==> config.mk <==
export PLATFORM = sky130hd
export DESIGN_NAME = ppc_bus_master
export DESIGN_NICKNAME = d
export VERILOG_FILES = /design/src/ppc_bus_pkg.sv /design/src/ppc_bus_master.sv /design/src/snoop_response_ctrl.sv /design/src/data_tenure_ctrl.sv /design/src/address_tenure_ctrl.sv /design/src/bus_request_ctrl.sv
export SDC_FILE = /design/constraint.sdc
export NUM_CORES = 1
export LEC_CHECK = 0
export ABC_AREA = 1
export BUFFER_PORTS_ARGS = -buffer_cell sky130_fd_sc_hd__buf_4
export CAP_MARGIN = 20
export CORE_MARGIN = 4
export CORE_UTILIZATION = 51
export DETAILED_ROUTE_END_ITERATION = 16
export PLACE_DENSITY = 0.79
export SLEW_MARGIN = 10
export SYNTH_ARGS = -nofsm -noshare
export SYNTH_HDL_FRONTEND = slang
export SYNTH_HIERARCHICAL = 1
export SYNTH_SLANG_ARGS = --single-unit
==> constraint.sdc <==
create_clock -name clk -period 1.8 [get_ports clk]
set_input_delay 0.09 -clock clk [delete_from_list [all_inputs] [get_ports clk]]
set_output_delay 0.09 -clock clk [all_outputs]
set_load 0.005 [all_outputs]
==> src/ppc_bus_pkg.sv <==
package ppc_bus_pkg;

   localparam int tt_w = 5;

   // transfer type codes as they appear on TT[0:4] of the 60x bus
   localparam logic [tt_w-1:0] xfer_clean_block          = 5'b00000;
   localparam logic [tt_w-1:0] xfer_flush_block          = 5'b00100;
   localparam logic [tt_w-1:0] xfer_sync                 = 5'b01000;
   localparam logic [tt_w-1:0] xfer_kill_block           = 5'b01100;
   localparam logic [tt_w-1:0] xfer_eieio                = 5'b10000;
   localparam logic [tt_w-1:0] xfer_tlbie                = 5'b11000;
   localparam logic [tt_w-1:0] xfer_tlbsync              = 5'b01001;
   localparam logic [tt_w-1:0] xfer_icbi                 = 5'b01101;
   localparam logic [tt_w-1:0] xfer_read                 = 5'b01010;
   localparam logic [tt_w-1:0] xfer_read_atomic          = 5'b11010;
   localparam logic [tt_w-1:0] xfer_rwitm                = 5'b01110;
   localparam logic [tt_w-1:0] xfer_rwitm_atomic         = 5'b11110;
   localparam logic [tt_w-1:0] xfer_write_n_flush        = 5'b00010;
   localparam logic [tt_w-1:0] xfer_write_n_flush_atomic = 5'b10010;
   localparam logic [tt_w-1:0] xfer_write_n_kill         = 5'b00110;

   // a burst moves one cache line in this many TA beats
   localparam int burst_beats = 4;

   typedef logic [1:0] beat_cnt_t;

   typedef enum logic {req_idle, req_normal} bus_req_state_t;

   typedef enum logic [2:0] {
      addr_idle, addr_ts, addr_aack_wait, addr_awindow, addr_artry_hold
   } addr_state_t;

   typedef enum logic {data_idle, data_ta_wait} data_state_t;

   typedef enum logic [2:0] {
      snoop_idle, snoop_ts_1, snoop_ts_2, snoop_ready, snoop_artry, snoop_shared, snoop_both
   } snoop_state_t;

   // request attributes from the core, all active high
   typedef struct packed {
      logic [tt_w-1:0] tt;
      logic            burst;
      logic            gbl;
      logic            ci;
      logic            wt;
   } xfer_attr_t;

   // what the local cache would like to answer to a snooped address
   typedef struct packed {
      logic retry;
      logic shared;
   } snoop_resp_t;

   // address bus as seen by this master, after the wired-OR with all other agents
   typedef struct packed {
      logic            bg_n;
      logic            abb_n;
      logic            ts_n;
      logic [tt_w-1:0] tt;
      logic            gbl_n;
      logic            aack_n;
      logic            artry_n;
   } addr_bus_in_t;

   typedef struct packed {
      logic dbg_n;
      logic dbb_n;
      logic ta_n;
   } data_bus_in_t;

   typedef struct packed {
      logic            br_n;
      logic            ts_n;
      logic            abb_n;
      logic [tt_w-1:0] tt;
      logic            tbst_n;
      logic            gbl_n;
      logic            ci_n;
      logic            wt_n;
   } addr_bus_out_t;

   function automatic logic is_read(logic [tt_w-1:0] tt);
      return tt inside {xfer_read, xfer_read_atomic, xfer_rwitm, xfer_rwitm_atomic};
   endfunction

   function automatic logic is_write(logic [tt_w-1:0] tt);
      return tt inside {xfer_write_n_flush, xfer_write_n_flush_atomic, xfer_write_n_kill};
   endfunction

   // these types always move a full line, so TBST is never left negated
   function automatic logic tbst_never(logic [tt_w-1:0] tt);
      return tt inside {xfer_rwitm, xfer_rwitm_atomic, xfer_write_n_kill};
   endfunction

   // broadcast operations must be seen by every snooper, so GBL is forced on
   function automatic logic gbl_forced(logic [tt_w-1:0] tt);
      return tt inside {xfer_sync, xfer_tlbsync, xfer_tlbie, xfer_eieio};
   endfunction

   // a master may only retry its own tenure for the broadcast cache and TLB ops
   function automatic logic artry_allowed(logic [tt_w-1:0] tt, logic gbl, logic own);
      return (gbl && !own && tt inside {xfer_clean_block, xfer_flush_block, xfer_kill_block,
                                        xfer_write_n_flush, xfer_write_n_flush_atomic,
                                        xfer_write_n_kill, xfer_read, xfer_read_atomic,
                                        xfer_rwitm, xfer_rwitm_atomic, xfer_tlbie,
                                        xfer_tlbsync, xfer_sync, xfer_icbi})
             || (own && tt inside {xfer_tlbie, xfer_tlbsync, xfer_sync, xfer_icbi});
   endfunction

   function automatic logic shared_allowed(logic [tt_w-1:0] tt, logic gbl, logic own);
      return (gbl && !own && tt inside {xfer_clean_block, xfer_flush_block, xfer_write_n_flush,
                                        xfer_write_n_flush_atomic, xfer_read, xfer_read_atomic,
                                        xfer_rwitm, xfer_rwitm_atomic, xfer_icbi})
             || (own && tt == xfer_icbi);
   endfunction

   // for these SHD only ever travels together with ARTRY and signals a push
   function automatic logic shared_implies_artry(logic [tt_w-1:0] tt);
      return tt inside {xfer_clean_block, xfer_flush_block, xfer_write_n_flush,
                        xfer_write_n_flush_atomic, xfer_rwitm, xfer_rwitm_atomic, xfer_icbi};
   endfunction

endpackage
==> src/ppc_bus_master.sv <==
`timescale 1ns/10ps

module ppc_bus_master (
   input  logic                       clk,
   input  logic                       arst_n,
   input  logic                       core_req,
   input  ppc_bus_pkg::xfer_attr_t    core_attr,
   input  ppc_bus_pkg::snoop_resp_t   snoop_resp,
   input  ppc_bus_pkg::addr_bus_in_t  addr_in,
   input  ppc_bus_pkg::data_bus_in_t  data_in,
   output ppc_bus_pkg::addr_bus_out_t addr_out,
   output logic                       dbb_n,
   output logic                       artry_n,
   output logic                       shd_n
);
   import ppc_bus_pkg::*;

   logic            qual_grant;
   logic            req_active;
   logic            tenure_busy;
   logic            last_master;
   addr_state_t     addr_state;
   xfer_attr_t      attr;
   logic            br_n;
   logic            ts_n;
   logic            abb_n;
   logic            tbst_n;
   logic            gbl_n;
   logic            ci_n;
   logic            wt_n;
   logic [tt_w-1:0] tt;

   // arbitration side, requests the bus and qualifies BG
   bus_request_ctrl req_i (
      .clk, .arst_n, .core_req, .addr_in, .addr_state, .tenure_busy,
      .qual_grant, .req_active, .br_n
   );

   // address tenure, owns TS, ABB and the attribute lines
   address_tenure_ctrl addr_i (
      .clk, .arst_n, .addr_in, .core_attr, .qual_grant, .req_active, .tenure_busy,
      .addr_state, .last_master, .attr, .ts_n, .abb_n, .tbst_n, .gbl_n, .ci_n, .wt_n, .tt
   );

   // data tenure that belongs to the last address tenure of this master
   data_tenure_ctrl data_i (
      .clk, .arst_n, .addr_in, .data_in, .addr_state, .last_master, .attr,
      .tenure_busy, .dbb_n
   );

   // snoop responder for every TS seen on the bus
   snoop_response_ctrl snoop_i (
      .clk, .arst_n, .addr_in, .addr_state, .snoop_resp, .artry_n, .shd_n
   );

   assign addr_out = '{br_n: br_n, ts_n: ts_n, abb_n: abb_n, tt: tt, tbst_n: tbst_n,
                       gbl_n: gbl_n, ci_n: ci_n, wt_n: wt_n};

endmodule

==> src/snoop_response_ctrl.sv <==
`timescale 1ns/10ps

module snoop_response_ctrl (
   input  logic                      clk,
   input  logic                      arst_n,
   input  ppc_bus_pkg::addr_bus_in_t addr_in,
   input  ppc_bus_pkg::addr_state_t  addr_state,
   input  ppc_bus_pkg::snoop_resp_t  snoop_resp,
   output logic                      artry_n,
   output logic                      shd_n
);
   import ppc_bus_pkg::*;

   snoop_state_t state;
   logic         aack_d_n;
   logic         own;
   logic         gbl;
   logic         want_retry;
   logic         want_shared;

   always_ff @(posedge clk or negedge arst_n) begin
      if (!arst_n) begin
         aack_d_n <= 1'b1;
      end else begin
         aack_d_n <= addr_in.aack_n;
      end
   end

   // snooping our own tenure is legal for a few broadcast types only
   assign own = (addr_state == addr_ts) || (addr_state == addr_aack_wait);
   assign gbl = !addr_in.gbl_n;

   // the cache's wish is cut down to what the transfer type permits
   assign want_shared = snoop_resp.shared && shared_allowed(addr_in.tt, gbl, own);
   assign want_retry  = (snoop_resp.retry && artry_allowed(addr_in.tt, gbl, own))
                        || (want_shared && shared_implies_artry(addr_in.tt));

   // the response window opens no earlier than four cycles after TS and
   // the lines are released the cycle after the delayed AACK
   always_ff @(posedge clk or negedge arst_n) begin
      if (!arst_n) begin
         state <= snoop_idle;
      end else if (!addr_in.ts_n) begin
         state <= snoop_ts_1;
      end else if (!aack_d_n) begin
         state <= snoop_idle;
      end else begin
         case (state)
            snoop_ts_1:  state <= snoop_ts_2;
            snoop_ts_2:  state <= snoop_ready;
            snoop_ready:
               // with nothing to say we keep sampling until AACK closes it
               if (want_retry && want_shared) begin
                  state <= snoop_both;
               end else if (want_retry) begin
                  state <= snoop_artry;
               end else if (want_shared) begin
                  state <= snoop_shared;
               end
            default:     state <= state;
         endcase
      end
   end

   assign artry_n = !(state == snoop_artry || state == snoop_both);
   assign shd_n   = !(state == snoop_shared || state == snoop_both);

endmodule

==> src/data_tenure_ctrl.sv <==
`timescale 1ns/10ps

module data_tenure_ctrl (
   input  logic                      clk,
   input  logic                      arst_n,
   input  ppc_bus_pkg::addr_bus_in_t addr_in,
   input  ppc_bus_pkg::data_bus_in_t data_in,
   input  ppc_bus_pkg::addr_state_t  addr_state,
   input  logic                      last_master,
   input  ppc_bus_pkg::xfer_attr_t   attr,
   output logic                      tenure_busy,
   output logic                      dbb_n
);
   import ppc_bus_pkg::*;

   data_state_t state;
   beat_cnt_t   beat_cnt;
   logic        pending_q;
   logic        pending;
   logic        addr_only;
   logic        burst;
   logic        own_retry;
   logic        start;
   logic        last_beat;

   assign addr_only = !(is_read(attr.tt) || is_write(attr.tt));

   // same burst rule as TBST on the address bus
   assign burst = attr.burst || tbst_never(attr.tt);

   // a retry of our own address tenure throws away its data tenure too
   assign own_retry = !addr_in.artry_n && last_master;

   // the registered flag lags TS by a cycle, so the TS cycle is covered here
   assign pending = pending_q || (addr_state == addr_ts && !addr_only);

   // qualified data bus grant, DBG with nobody else holding DBB
   assign start = !data_in.dbg_n && data_in.dbb_n && pending && state == data_idle;

   always_ff @(posedge clk or negedge arst_n) begin
      if (!arst_n) begin
         pending_q <= 1'b0;
      end else if (own_retry || start) begin
         pending_q <= 1'b0;
      end else if (addr_state == addr_ts) begin
         pending_q <= !addr_only;
      end
   end

   assign last_beat = !burst || (beat_cnt == beat_cnt_t'(burst_beats - 1));

   always_ff @(posedge clk or negedge arst_n) begin
      if (!arst_n) begin
         state    <= data_idle;
         beat_cnt <= '0;
      end else if (own_retry) begin
         state <= data_idle;
      end else begin
         case (state)
            data_idle:
               if (start) begin
                  state    <= data_ta_wait;
                  beat_cnt <= '0;
               end
            default:
               // every TA is one beat, the tenure ends on the final one
               if (!data_in.ta_n) begin
                  if (last_beat) begin
                     state <= data_idle;
                  end else begin
                     beat_cnt <= beat_cnt + 1'b1;
                  end
               end
         endcase
      end
   end

   assign tenure_busy = pending || (state != data_idle);
   assign dbb_n       = (state != data_ta_wait);

endmodule

==> src/address_tenure_ctrl.sv <==
`timescale 1ns/10ps

module address_tenure_ctrl (
   input  logic                             clk,
   input  logic                             arst_n,
   input  ppc_bus_pkg::addr_bus_in_t        addr_in,
   input  ppc_bus_pkg::xfer_attr_t          core_attr,
   input  logic                             qual_grant,
   input  logic                             req_active,
   input  logic                             tenure_busy,
   output ppc_bus_pkg::addr_state_t         addr_state,
   output logic                             last_master,
   output ppc_bus_pkg::xfer_attr_t          attr,
   output logic                             ts_n,
   output logic                             abb_n,
   output logic                             tbst_n,
   output logic                             gbl_n,
   output logic                             ci_n,
   output logic                             wt_n,
   output logic [ppc_bus_pkg::tt_w-1:0]     tt
);
   import ppc_bus_pkg::*;

   addr_state_t next_state;
   logic        start_ts;
   logic        own_bus;

   // a grant is only usable when our previous data tenure is fully done
   assign start_ts = req_active && qual_grant && !tenure_busy;

   always_comb begin
      next_state = addr_state;
      case (addr_state)
         addr_idle:
            if (start_ts) begin
               next_state = addr_ts;
            end
         addr_ts:
            next_state = addr_aack_wait;
         // the target may hold off AACK for as long as it needs
         addr_aack_wait:
            if (!addr_in.aack_n) begin
               next_state = addr_awindow;
            end
         // in the ARTRY window a parked master can start again straight from here
         addr_awindow:
            if (!addr_in.artry_n) begin
               next_state = addr_artry_hold;
            end else if (start_ts) begin
               next_state = addr_ts;
            end else begin
               next_state = addr_idle;
            end
         default:
            next_state = addr_idle;
      endcase
   end

   always_ff @(posedge clk or negedge arst_n) begin
      if (!arst_n) begin
         addr_state <= addr_idle;
      end else begin
         addr_state <= next_state;
      end
   end

   // the core keeps its attributes stable until it sees TS, so grab them on entry
   always_ff @(posedge clk) begin
      if (next_state == addr_ts) begin
         attr <= core_attr;
      end
   end

   // the last TS on the bus decides which data tenure an ARTRY kills
   always_ff @(posedge clk or negedge arst_n) begin
      if (!arst_n) begin
         last_master <= 1'b0;
      end else if (addr_state == addr_ts) begin
         last_master <= 1'b1;
      end else if (!addr_in.ts_n) begin
         last_master <= 1'b0;
      end
   end

   // we own the address bus from TS up to and including the AACK cycle
   assign own_bus = (addr_state == addr_ts) || (addr_state == addr_aack_wait);

   assign ts_n   = !(addr_state == addr_ts);
   assign abb_n  = !own_bus;
   assign tt     = own_bus ? attr.tt : '1;
   assign tbst_n = !(own_bus && (attr.burst || tbst_never(attr.tt)));
   assign gbl_n  = !(own_bus && (attr.gbl || gbl_forced(attr.tt)));
   assign ci_n   = !(own_bus && attr.ci);
   assign wt_n   = !(own_bus && attr.wt);

endmodule

==> src/bus_request_ctrl.sv <==
`timescale 1ns/10ps

module bus_request_ctrl (
   input  logic                      clk,
   input  logic                      arst_n,
   input  logic                      core_req,
   input  ppc_bus_pkg::addr_bus_in_t addr_in,
   input  ppc_bus_pkg::addr_state_t  addr_state,
   input  logic                      tenure_busy,
   output logic                      qual_grant,
   output logic                      req_active,
   output logic                      br_n
);
   import ppc_bus_pkg::*;

   bus_req_state_t state;
   logic           artry_d_n;

   // ARTRY of the previous cycle also blocks the grant, so a retried
   // master gets one clear cycle before anybody restarts
   always_ff @(posedge clk or negedge arst_n) begin
      if (!arst_n) begin
         artry_d_n <= 1'b1;
      end else begin
         artry_d_n <= addr_in.artry_n;
      end
   end

   // BG only counts when no retry is in flight and the address bus is free
   assign qual_grant = !addr_in.bg_n && addr_in.artry_n && artry_d_n && addr_in.abb_n;

   // no new request while our own data tenure is still open, since only
   // one transfer of this master is tracked at a time
   always_ff @(posedge clk or negedge arst_n) begin
      if (!arst_n) begin
         state <= req_idle;
      end else begin
         case (state)
            req_idle:
               if (core_req && !tenure_busy && addr_in.artry_n) begin
                  state <= req_normal;
               end
            default:
               if (qual_grant || !addr_in.artry_n) begin
                  state <= req_idle;
               end
         endcase
      end
   end

   assign req_active = (state == req_normal);

   // BR drops right away in the TS cycle and stays off during the retry hold
   assign br_n = !(req_active && addr_state != addr_ts && addr_state != addr_artry_hold);

endmodule

---- Word-level counts from Yosys, hierarchy flattened ----
Cells that the tools add are included.
W data, S select, Z words.
storage, ports and cells
  ROM bits ................................ 0
  RAM bits ................................ 0
  register bits ........................... 23
  logic and storage cells ................. 157
  memories kept ........................... 0
  output and inout port bits .............. 15
  latch bits .............................. 0
  bits of input ports ..................... 28
cells by class
  shift-type cells ........................ 0
  $add $sub $neg .......................... 1
  reduce and logical (&&, ||, !) cells .... 70
  magnitude comparators ................... 0
  div/mod/pow operators ................... 0
  $mul .................................... 0
  bitwise gates (word level) .............. 2
  mux-type cells .......................... 28
  equal/unequal tests ..................... 42
operator list
  cell                  count
  $eq A5 B4 Y1 const B  10
  $eq A5 B5 Y1 const B  9
  $logic_and A1 B1 Y1   27
  $mux W3               8
  $eq A5 B3 Y1 const B  3
  $logic_not A1 Y1      15
  $logic_or A1 B1 Y1    14
  $reduce_bool A14 Y1   1
  $mux W1               13
  $eq A3 B2 Y1 const B  4
  $pmux W3 S4           1
  $reduce_bool A4 Y1    3
  $eq A5 B2 Y1 const B  2
  $eq A3 B1 Y1 const B  3
  $eq A3 B3 Y1 const B  3
  $pmux W3 S3           1
  $reduce_bool A9 Y1    1
  $mux W2               4
  $reduce_bool A7 Y1    1
  $ne A6 B6 Y1 const B  1
  $reduce_bool A3 Y1    2
  $logic_not A5 Y1      1
  $mux W5               1
  $ne A5 B5 Y1 const B  1
  11 further kinds      14

---- Logic depth before layout (Yosys ltp) ----
Gate-level depths: netlist of the first run.
  word-level depth ........................ 14
  mapped depth ............................ 14
  gate-level depth less buffers ........... 14

---- Cells and area by module ----
Netlist of the first run, hierarchy kept.
by module, submodules not included
  module               sequential area each (µm²)  area each (µm²)  instances  cells an instance
  address_tenure_ctrl  370.4                       573.0            1          57
  snoop_response_ctrl  101.3                       450.4            1          86
  data_tenure_ctrl     100.1                       319.1            1          46
  bus_request_ctrl     51.3                        112.6            1          16
  ppc_bus_master       0.0                         52.6             1          7

---- Least setup slack after synthesis of the first run ----
No wires, ideal clock.
  path type ............................... register to register
  start point ............................. reg addr_i.addr_state[1]
  end point ............................... reg, netlist name addr_i/attr[0]
  buffers on the path ..................... 0
  clock period less this slack ............ 1.663 ns
  setup slack ............................. 0.137 ns
  arrival time ............................ 1.334 ns
  setup time .............................. 0.329 ns
  data required time ...................... 1.471 ns
  stages on the path, launching flop included .. 13
  path through ............................ dfrtp_1 inv_1 nand2_1 nor2_2 nand3_1 nand3_2 inv_1 nand3_1 nand2_1 nand2_1 nand3_1 nand2_1 inv_1
between the ends
  longest elaborated chain between the ends .. 10
  elaborated cells between the ends (all ways) .. 15
  classes of those cells .................. 4 x eq/ne; 5 x mux; 6 x reduce/logical
RTL lines
  item                            line                       source
  start, declared                 address_tenure_ctrl.sv:11  output ppc_bus_pkg::addr_state_t addr_state,
  start signal, assigned          address_tenure_ctrl.sv:61  addr_state <= addr_idle;
  start signal, assigned          address_tenure_ctrl.sv:63  addr_state <= next_state;
  $eq A3 B1 Y1 (*)                data_tenure_ctrl.sv:35     assign pending = pending_q || (addr_state == addr_ts && !addr_only);
  $logic_and A1 B1 Y1 (*)         data_tenure_ctrl.sv:35
  $logic_or A1 B1 Y1 (*)          data_tenure_ctrl.sv:35
  $logic_or A1 B1 Y1 (*)          data_tenure_ctrl.sv:78     assign tenure_busy = pending || (state != data_idle);
  named net tenure_busy           ppc_bus_master.sv:20       logic tenure_busy;
  $logic_not A1 Y1 (*)            address_tenure_ctrl.sv:29  assign start_ts = req_active && qual_grant && !tenure_busy;
  $logic_and A1 B1 Y1 (*)         address_tenure_ctrl.sv:29
  $mux W1                         address_tenure_ctrl.sv:49  end else if (start_ts) begin
  $mux W3                         address_tenure_ctrl.sv:47  if (!addr_in.artry_n) begin
  $pmux W3 S4 (*)                 address_tenure_ctrl.sv:33  case (addr_state)
  named net addr_i.next_state[0]  address_tenure_ctrl.sv:24  addr_state_t next_state;
  $eq A3 B1 Y1 (*)                address_tenure_ctrl.sv:69  if (next_state == addr_ts) begin
Mark *: on every way through the listed nets, which the timed path passes. The rest lies on a longest branch.
A chain may end at the register's enable or synchronous reset.

---- Final worst setup path of the first run ----
  start point ............................. reg addr_i.addr_state[1]
  end point ............................... reg, netlist name addr_i/attr[3]
between the ends
  longest elaborated chain between the ends .. 10
  elaborated cells between the ends (all ways) .. 15
  classes of those cells .................. 4 x eq/ne; 5 x mux; 6 x reduce/logical
RTL lines
  item                            line
  $eq A3 B1 Y1 (*)                data_tenure_ctrl.sv:35
  $logic_and A1 B1 Y1 (*)         data_tenure_ctrl.sv:35
  $logic_or A1 B1 Y1 (*)          data_tenure_ctrl.sv:35
  $logic_or A1 B1 Y1 (*)          data_tenure_ctrl.sv:78
  named net tenure_busy           ppc_bus_master.sv:20
  $logic_not A1 Y1 (*)            address_tenure_ctrl.sv:29
  $logic_and A1 B1 Y1 (*)         address_tenure_ctrl.sv:29
  $mux W1                         address_tenure_ctrl.sv:49
  $mux W3                         address_tenure_ctrl.sv:47
  $pmux W3 S4 (*)                 address_tenure_ctrl.sv:33
  named net addr_i.next_state[0]  address_tenure_ctrl.sv:24
  $eq A3 B1 Y1 (*)                address_tenure_ctrl.sv:69
Marked as above.

==> impl_metrics.py, run 1 <==
metrics = {
    "route": {
        "via_per_inst": 4.79,
        "drt-initial-drc-count": 76,
        "drc": 0,
        "avgRoutedWirePerCell_um": 11.2,
        "ant_nets": 0,
        "vias": 1481,
        "drt_pass1_iterations": 4,
        "drt-total-wl_mm": 3.46,
    },
    "synthesis": {
        "async_flop_share_pct": 60.9,
        "yosysMostFrequentCell": "nand2_1",
        "syn-num-nets": 241,
        "syn_inst": 212,
        "syn_avg_cell_area_um2": 7.11,
        "netlist_top_cells_count": "nand2_1 (61), inv_1 (38), nand3_1 (20), nor2_1 (18), dfrtp_1 (12)",
        "yosysUniqueCellTypes": 26,
        "synth_flop_cell": "dfrtp_1",
        "synth_top_cell_by_area": "dfrtp_1",
        "ys_ff_latch": 23,
        "synth_area_leaders": "dfrtp_1 (20%), edfxtp_1 (18%), nand2_1 (15%)",
        "synth_edf_count": 9,
        "yosysSeqAreaShare_pct": 41.3,
        "synth_top_area_share_pct": 19.9,
        "yosysWarningCount": 6,
        "synth_area_um2": 1510,
    },
    "timing": {
        "skew_ns": 0.00119,
        "period_minus_slack_ns": 1.74,
        "finalSetupViolations": 0,
        "worst_slack_ns": 0.0564,
        "finalMaxSlewViolations": 0,
        "period_share_pct": 96.9,
        "worst_slew_pin_slew_ns": 0.264,
        "hold_viol": 0,
        "relSlewSlack_pct": 82.4,
        "hold_ws_ns": 0.0414,
        "fmax_mhz": 574,
    },
    "clock_tree": {
        "cts-root-buf": "clkbuf_4",
        "cts_tree": "done",
        "path_clk_slew_ns": 0.13,
        "clkLatencyLatePin_ns": 0.31,
        "cts_buffers": 3,
        "cts.sinks": 23,
        "clockBufferDepth": 2,
        "htreeDepth": 1,
    },
    "cells_and_area": {
        "final_cell_area_um2": 2100,
        "nFillCells": 202,
        "synthToLayoutAreaGrowth_pct": 39.5,
        "finalNonFillerCells": 309,
        "final_nets": 308,
        "antenna-diode-count": 0,
        "drive_gt1_share_pct": 30.2,
    },
    "flow_run": {
        "drv_cap": 0,
    },
    "critical_path": {
        "reg2reg_slack_ns": 0.06,
        "slowest_stage": "dfrtp_1",
        "cp-end-kind": "flop",
        "critPathLaunchType": "flop",
        "worst_path_dominant_cell_family": "simple AND/OR/NAND/NOR gates",
        "slowest_delay_ns": 0.40,
        "crit_chain": "inv_1 > nand2_1 > nor2_2 > nand3_2 > nand3_2 > inv_1 > nand3_1 > nand2_1 > nand2_1 > nand3_2 > nand2_4 > clkinvlp_4",
        "critPathArrivalTime_ns": 1.82,
        "worstReg2RegEnd": "addr_i/attr[3]",
        "rr_startpoint": "addr_i/addr_state[1]",
        "crit_type": "flop to flop",
        "rr_worst_depth": 12,
        "crit_required_ns": 1.88,
        "crit_path_max_fanout": 4,
        "critPathBufInv": 3,
    },
    "power_and_ir_drop": {
        "p_leak_nw": 1.11,
        "p_per_area_nw_per_um2": 1080,
        "peakVddDrop_mv": 0.901,
    },
    "global_route": {
        "grt_pass1_wl_mm": 5.73,
        "grt_use_total_pct": 17.3,
        "grt_pass1_vias": 1430,
        "grt_overflow": 0,
        "grt_max_degree": 15,
        "antenna_found_initial": 0,
    },
    "worst_hold_path": {
        "worstHoldEndpoint": "data_i/state",
        "hp-class": "input pin to flop",
        "whs_path_depth": 3,
        "min-delay-start": "data_in[0]",
    },
    "placement": {
        "hpwl_mm": 2.46,
        "place_inst": 285,
        "pre_cts_slack_ns": -0.00692,
        "io_buffer_count": 42,
        "dpl_cell_area_um2": 1860,
        "place_congestion": 0.883,
    },
    "floorplanning": {
        "core_um2": 2780,
        "ioPinCount": 43,
        "rows": 19,
        "die_width_um": 62.4,
        "start_util_pct": 54.2,
        "fp.dieArea_um2": 3890,
        "die_h_um": 62.4,
    },
    "status": {
        "outcome": "finished clean",
    },
}
cell families after synthesis:
| kind of cell | after synthesis | synth area share (%) |
|---|---|---|
| compound gates | 15 | 5.48 |
| fa+ha+maj | 1 | 0.830 |
| buf+inv | 47 | 13.6 |
| flops | 23 | 41.3 |
| simple gates | 126 | 38.8 |
power by group:
group | total (mW) | switching (mW) | internal, mW | leakage [nW]
Sequential | 0.773 | 0.0743 | 0.698 | 0.258
Clock | 0.244 | 0.158 | 0.0867 | 0.0150
Combinational | 1.25 | 0.646 | 0.605 | 0.837
Total | 2.27 | 0.878 | 1.39 | 1.11
worst register-to-register path, delay by kind of cell, from the launching register on:
family                 cells  cell delay [ns]
buffers and inverters      3             0.23
DFF                        1             0.40
and+or+nand+nor            9             0.87
registers in the layout (all words and copies together), names as in the netlist:
register	count
req_i/req_active	1
req_i/artry_d_n	1
snoop_i/state	3
data_i/pending_q	1
data_i/beat_cnt	2
snoop_i/aack_d_n	1
addr_i/last_master	1
addr_i/attr	9
addr_i/addr_state	3
data_i/state	1
per-stage QoR:
| step | power, mW | setup TNS, ns | utilization, % |
|---|---|---|---|
| final | 2.27 | 0 | 75.6 |
| after floorplan | 1.46 | 0 | - |
| after global placement | 1.78 | 0 | 66.9 |
| after global routing | 2.46 | -0.388 | 75.6 |
| after CTS | 2.06 | 0 | 72.6 |
| after detailed placement | 1.80 | -0.0604 | 66.9 |
cell type report:
type	count	area [µm²]	area share, %
multi-input cells	142	697	33.1
flip-flops and latches	23	623	29.6
repair buffers	68	556	26.4
inverters	40	155	7.38
well taps	31	38.8	1.84
clock buffers	4	26.3	1.25
repair inverters	1	7.51	0.357
worst max-delay path by stage:
stage	startpoint	end	slack (ns)	depth (start not counted)
floorplan	addr_i/addr_state[1]	addr_i/attr[0]	0.14	12
global placement	addr_i/attr[5]	addr_i/attr[8]	0.08	11
detailed placement	addr_i/attr[5]	addr_i/attr[8]	-0.007	11
CTS	addr_i/addr_state[2]	addr_out[5]	0.07	7
global route	addr_i/addr_state[1]	addr_i/attr[3]	-0.07	12
finish	addr_i/addr_state[1]	addr_i/attr[3]	0.06	12
repair_timing:
action                                  CTS  global route
endpoints found under the setup margin    9            10
endpoints found under the hold margin    27             0
gates cloned                              0             1
buffers inserted                          0             6
gates resized for setup                   1             5
pin swaps                                 0             4
hold buffers                             13             0
cell usage in the layout, fill, tap and decap left out, types with 2 or more instances in the layout:
cell type,n
clkbuf_4,3
inv_4,2
nand3_2,4
and3_1,2
inv_1,37
edfxtp_1,9
a21oi_1,6
nand2_2,7
o21bai_1,2
buf_4,54
dfstp_2,2
nor2_2,4
nand3_1,18
nand4_1,4
nand2_4,2
nor2_1,18
dlygate4sd3_1,13
or2_1,2
dfrtp_1,12
nand2_1,60
o21ai_0,6
nor3_1,2
per-layer routing:
metal	GRT usage (%)	vias up	wire (µm)
li1	-	783	-
met1	20.3	647	1480
met2	30.7	43	1700
met3	4.68	8	234
met4	4.51	0	51
met5	0	-	0
Power figures use the tool's default switching activity.
==> inputs of run 2 (changes only) <==
CORE_UTILIZATION = 46   (was 51)
GPL_TIMING_DRIVEN = 1   (was unset)
PLACE_DENSITY = 0.83   (was 0.79)
==> run 2 against run 1 <==
Effect of this change:
- die area up 9.4%
- cell count grew 3.2%
- non-clock buffer count down 2
- combinational power down 9.6%
- sequential share of layout area is 0.43 points higher
- wire length decreased by 4.9%
- power decreased by 6.0%
- count of clock-buffer cells in the layout shrank 1
- global-route usage is 1.1 points lower
- clock skew rose by 0.010 ns
- critical path depth shrank 5
==> impl_metrics.py, run 2 (synthesis gave the netlist of run 1 again) <==
metrics = {
    "timing": {
        "fmax_mhz": 593,
        "worst_slew_pin_slew_ns": 0.289,
        "skew_ns": 0.0116,
        "finalMaxSlewViolations": 0,
        "finalSetupViolations": 0,
        "period_share_pct": 93.6,
        "tns_ns": 0,
        "period_minus_slack_ns": 1.69,
        "relSlewSlack_pct": 80.8,
        "rsz0062_at_grt": "false",
        "hold_viol": 0,
    },
    "power_and_ir_drop": {
        "power.share.clock_pct": 10.9,
        "p_leak_nw": 1.09,
        "p_per_area_nw_per_um2": 1030,
        "peakVddDrop_mv": 0.858,
        "p_seq_share_pct": 36.3,
        "power_mw": 2.13,
        "power_switching_mw": 0.811,
        "p_sw_share_pct": 38.0,
        "combPwrFrac_pct": 52.8,
        "internal_power_mw": 1.32,
    },
    "critical_path": {
        "critPathArrivalTime_ns": 1.60,
        "crit_path_max_fanout": 6,
        "crit_type": "flop to primary output",
        "critPathLaunchType": "flop",
        "crit_required_ns": 1.71,
        "rr_worst_depth": 11,
        "cp-end-kind": "primary output",
    },
    "cells_and_area": {
        "finalNonFillerCells": 319,
        "final_nets": 305,
        "synthToLayoutAreaGrowth_pct": 37.5,
        "largest_registers": "addr_i/attr: 9 flops, addr_i/addr_state: 3 flops, snoop_i/state: 3 flops",
        "mostFrequentLayoutCells": "nand2_1 (61), buf_4 (53), inv_1 (36)",
        "largest-register": "addr_i/attr",
        "antenna-diode-count": 0,
        "drive_gt1_share_pct": 29.5,
        "largest_register_ff_count": 9,
        "nFillCells": 268,
        "layout_commonest_cell": "nand2_1",
    },
    "global_route": {
        "grt_use_total_pct": 16.1,
        "antenna_found_initial": 0,
        "grt_pass1_vias": 1406,
        "grt_overflow": 0,
        "grt_pass1_wl_mm": 5.53,
        "grt_max_degree": 15,
    },
    "placement": {
        "hpwl_mm": 2.56,
        "io_buffer_count": 42,
        "place_congestion": 0.868,
        "place_inst": 298,
    },
    "route": {
        "drt-total-wl_mm": 3.29,
        "avgRoutedWirePerCell_um": 10.3,
        "vias": 1485,
        "via_per_inst": 4.66,
        "drt-initial-drc-count": 56,
        "drt_pass1_iterations": 4,
        "drc": 0,
        "ant_nets": 0,
    },
    "status": {
        "outcome": "finished clean",
    },
    "floorplanning": {
        "rows": 20,
        "fp.dieArea_um2": 4260,
        "core_um2": 3100,
        "ioPinCount": 43,
        "die_width_um": 65.3,
        "die_h_um": 65.3,
        "start_util_pct": 48.6,
    },
    "clock_tree": {
        "cts_buffers": 3,
        "cts-root-buf": "clkbuf_4",
        "path_clk_slew_ns": 0.13,
        "htreeDepth": 1,
        "clockBufferDepth": 2,
        "cts.sinks": 23,
        "cts_tree": "done",
        "clkLatencyLatePin_ns": 0.31,
    },
    "worst_hold_path": {
        "hp-class": "input pin to flop",
        "whs_path_depth": 3,
    },
    "flow_run": {
        "drv_cap": 0,
    },
}
==> run 2: cell type report <==
type | instances | area [µm²] | share of cell area, %
clock inverter | 1 | 5.00 | 0.241
multi-input combinational | 142 | 684 | 33.0
timing repair buffer | 66 | 528 | 25.5
inverter | 40 | 155 | 7.48
clock buffer | 3 | 22.5 | 1.09
sequential | 23 | 623 | 30.1
tap | 44 | 55.1 | 2.66
==> run 2: worst paths after layout <==
kind | start | slack (ns) | endpoint
setup / recovery | addr_i/addr_state[2] | 0.11 | addr_out[5]
hold / removal | data_in[0] | 0.08 | data_i/state
setup reg to reg | addr_i/addr_state[2] | 0.16 | addr_i/attr[8]
hold reg to reg | addr_i/last_master | 0.50 | addr_i/last_master
max in group asynchronous | arst_n | 1.42 | snoop_i/aack_d_n
min in group asynchronous | arst_n | 0.14 | addr_i/addr_state[0]
==> run 2: power groups by stage <==
stage,Clock [mW],Combinational (mW),Sequential [mW]
finish,0.232,1.13,0.773
global route,0.272,1.28,0.786
CTS,0.243,1.05,0.774
detailed placement,0,1.02,0.785
global placement,0,1.01,0.779
floorplan,0,0.651,0.806
==> run 2: per-stage QoR <==
stage               hold slack (ns)  area (µm²)  util (%)  setup WS (ns)
floorplan                    -0.206        1510         -          0.137
global placement            -0.0520        1880      60.5          0.111
detailed placement          -0.0502        1880      60.5         0.0431
CTS                          0.0625        2040      65.6         0.0127
global route                 0.0908        2070      66.8        0.00861
finish                       0.0811        2070      66.8          0.115
==> run 2: repair_timing <==
action                     in CTS  in global routing
gates resized for setup         0                  5
setup endpoints to repair       0                 12
buffers inserted                0                  4
hold endpoints to repair       28                  0
hold buffers                   13                  0
==> run 2: critical path, cell delays in order, from the launching register on <==
cell and delay [ns]:
dfrtp_1 0.44, buf_4 0.17, nor2_2 0.11, nand2_2 0.09, nand2_4 0.10, inv_4 0.04, or2_1 0.20, buf_4 0.13
==> run 2: metal layers <==
metal	routed length, µm	vias up	GRT usage, %
li1	-	782	-
met1	1450	655	20.2
met2	1610	46	28.4
met3	209	2	2.56
met4	16	0	4.92
met5	0	-	0
==> inputs of run 3 (changes only) <==
CELL_PAD_IN_SITES_DETAIL_PLACEMENT = 1   (was unset)
CELL_PAD_IN_SITES_GLOBAL_PLACEMENT = 2   (was unset)
CORE_UTILIZATION = 28   (was 46)
PLACE_DENSITY = 0.9   (was 0.83)
SETUP_SLACK_MARGIN = 0.02   (was unset)
==> run 3 against run 2 <==
Effect of this change:
- core utilization fell by 26 points
- die area increased by 56%
- power rose by 4.8%
- worst hold slack lost 0.060 ns
- maximum frequency up 1.5%
- cell count up 6.9%
- sequential power rose by 2%
- wire length rose by 22%
- first-iteration DRC count is 61% lower
- via count shrank 1.1%
- flip-flop and latch count did not move
- non-clock buffer count fell by 5
- critical endpoint unchanged
==> impl_metrics.py, run 3 (synthesis gave the netlist of run 1 again) <==
metrics = {
    "global_route": {
        "grt_overflow": 0,
        "grt_max_degree": 15,
        "grt_pass1_vias": 1549,
        "grt_use_total_pct": 12.9,
        "antenna_found_initial": 0,
        "grt_pass1_wl_mm": 6.66,
    },
    "route": {
        "top_layer_used": "met4",
        "vias": 1468,
        "drt-total-wl_mm": 4.03,
        "ant_nets": 0,
        "drc": 0,
        "avgRoutedWirePerCell_um": 11.8,
        "via_per_inst": 4.30,
        "drt-met1-wl_mm": 1.83,
        "met3_length_um": 161,
        "drt_pass1_iterations": 3,
        "drt-initial-drc-count": 22,
        "dr_wl_met2_mm": 1.97,
    },
    "cells_and_area": {
        "synthToLayoutAreaGrowth_pct": 39.9,
        "final_cell_area_um2": 2110,
        "final_nets": 301,
        "largest_registers": "addr_i/attr: 9 flops, addr_i/addr_state: 3 flops, snoop_i/state: 3 flops",
        "mostFrequentLayoutCells": "nand2_1 (60), buf_4 (49), inv_1 (37)",
        "layout_commonest_cell": "nand2_1",
        "antenna-diode-count": 0,
        "largest_register_ff_count": 9,
        "drive_gt1_share_pct": 29.5,
        "largest-register": "addr_i/attr",
        "finalNonFillerCells": 341,
    },
    "power_and_ir_drop": {
        "p_per_area_nw_per_um2": 1060,
        "p_leak_nw": 1.08,
        "peakVddDrop_mv": 0.691,
    },
    "worst_hold_path": {
        "hp-class": "input pin to flop",
    },
    "placement": {
        "place_congestion": 0.741,
        "dpl_cell_area_um2": 1900,
        "place_inst": 323,
        "hpwl_mm": 3.17,
        "io_buffer_count": 42,
    },
    "timing": {
        "worst_slew_pin_slew_ns": 0.270,
        "hold_viol": 0,
        "skew_ns": 0.00259,
        "period_share_pct": 92.2,
        "hold_ws_ns": 0.0209,
        "finalMaxSlewViolations": 0,
        "fmax_mhz": 603,
        "tns_ns": 0,
        "rsz0062_at_grt": "true",
        "finalSetupViolations": 0,
        "period_minus_slack_ns": 1.66,
        "relSlewSlack_pct": 82.0,
    },
    "floorplanning": {
        "ioPinCount": 43,
        "die_h_um": 81.4,
        "die_width_um": 81.4,
        "rows": 26,
        "fp.dieArea_um2": 6620,
        "core_um2": 5170,
        "start_util_pct": 29.1,
    },
    "clock_tree": {
        "cts.sinks": 23,
        "path_clk_slew_ns": 0.08,
        "clockBufferDepth": 2,
        "clkLatencyLatePin_ns": 0.26,
        "cts_tree": "done",
        "cts-root-buf": "clkbuf_8",
        "htreeDepth": 1,
        "cts_buffers": 3,
    },
    "critical_path": {
        "critPathArrivalTime_ns": 1.57,
        "critPathLaunchType": "flop",
        "crit_required_ns": 1.71,
        "crit_path_max_fanout": 9,
        "crit_type": "flop to primary output",
        "cp-end-kind": "primary output",
    },
    "status": {
        "outcome": "finished clean",
    },
    "flow_run": {
        "drv_cap": 0,
    },
}
run 3: cell types whose count changed in the layout (fill, tap and decap cells not counted):
cell	change
buf_4	-4
clkbuf_4	-3
clkbuf_8	+3
clkinvlp_4	+1
dlygate4sd3_1	-1
inv_1	+1
inv_2	-1
nand2_1	-1
nand2_4	+1
nand3_1	-2
nand3_2	+2
run 3: cell type report:
| class | instances | area, µm² |
|---|---|---|
| clock inverter | 1 | 5.00 |
| fill | 659 | 3060 |
| multi-input combinational | 142 | 702 |
| sequential | 23 | 623 |
| tap | 70 | 87.6 |
| clock buffer | 3 | 41.3 |
| timing repair inverter | 1 | 7.51 |
| inverter | 40 | 155 |
| timing repair buffer | 61 | 488 |
run 3: where the power goes:
part           switching [mW]  internal, mW
logic                   0.621         0.501
clock network           0.170         0.155
registers              0.0869         0.700
total                   0.877          1.36
run 3: through the flow:
stage,setup slack (ns),power [mW],util (%)
floorplan,0.137,1.46,-
global placement,0.0682,1.81,36.8
detailed placement,0.0312,1.84,36.8
CTS,0.103,2.19,39.6
global route,0.0101,2.45,40.8
finish,0.140,2.23,40.8
run 3: worst max-delay path, stage by stage (launching register included):
cell,delay [ns]
dfrtp_1,0.38
buf_4,0.16
inv_1,0.09
nand3_1,0.12
nand2_4,0.13
inv_4,0.06
or2_1,0.21
buf_4,0.14
run 3: final timing paths:
check,startpoint,endpoint,slack (ns),cells past startpoint
setup / recovery,addr_i/addr_state[0],addr_out[5],0.14,7
hold / removal,addr_in[8],snoop_i/state[0],0.02,2
setup reg to reg,addr_i/attr[4],addr_i/attr[6],0.16,10
hold reg to reg,addr_i/last_master,addr_i/last_master,0.50,2
max in group asynchronous,arst_n,snoop_i/aack_d_n,1.34,2
min in group asynchronous,arst_n,data_i/beat_cnt[0],0.22,2
run 3: repair_timing:
| action | CTS | global route |
|---|---|---|
| buffers inserted | 0 | 1 |
| endpoints found under the setup margin | 9 | 10 |
| hold buffers | 10 | 2 |
| pin swaps | 0 | 3 |
| gates resized for setup | 1 | 7 |
| hold endpoints to repair | 23 | 2 |
| gates cloned | 0 | 1 |
run 3: per-layer routing:
| layer | global-route usage, % | vias up |
|---|---|---|
| li1 | - | 772 |
| met1 | 15.4 | 664 |
| met2 | 22.9 | 26 |
| met3 | 2.88 | 6 |
| met4 | 3.55 | 0 |
| met5 | 0 | - |
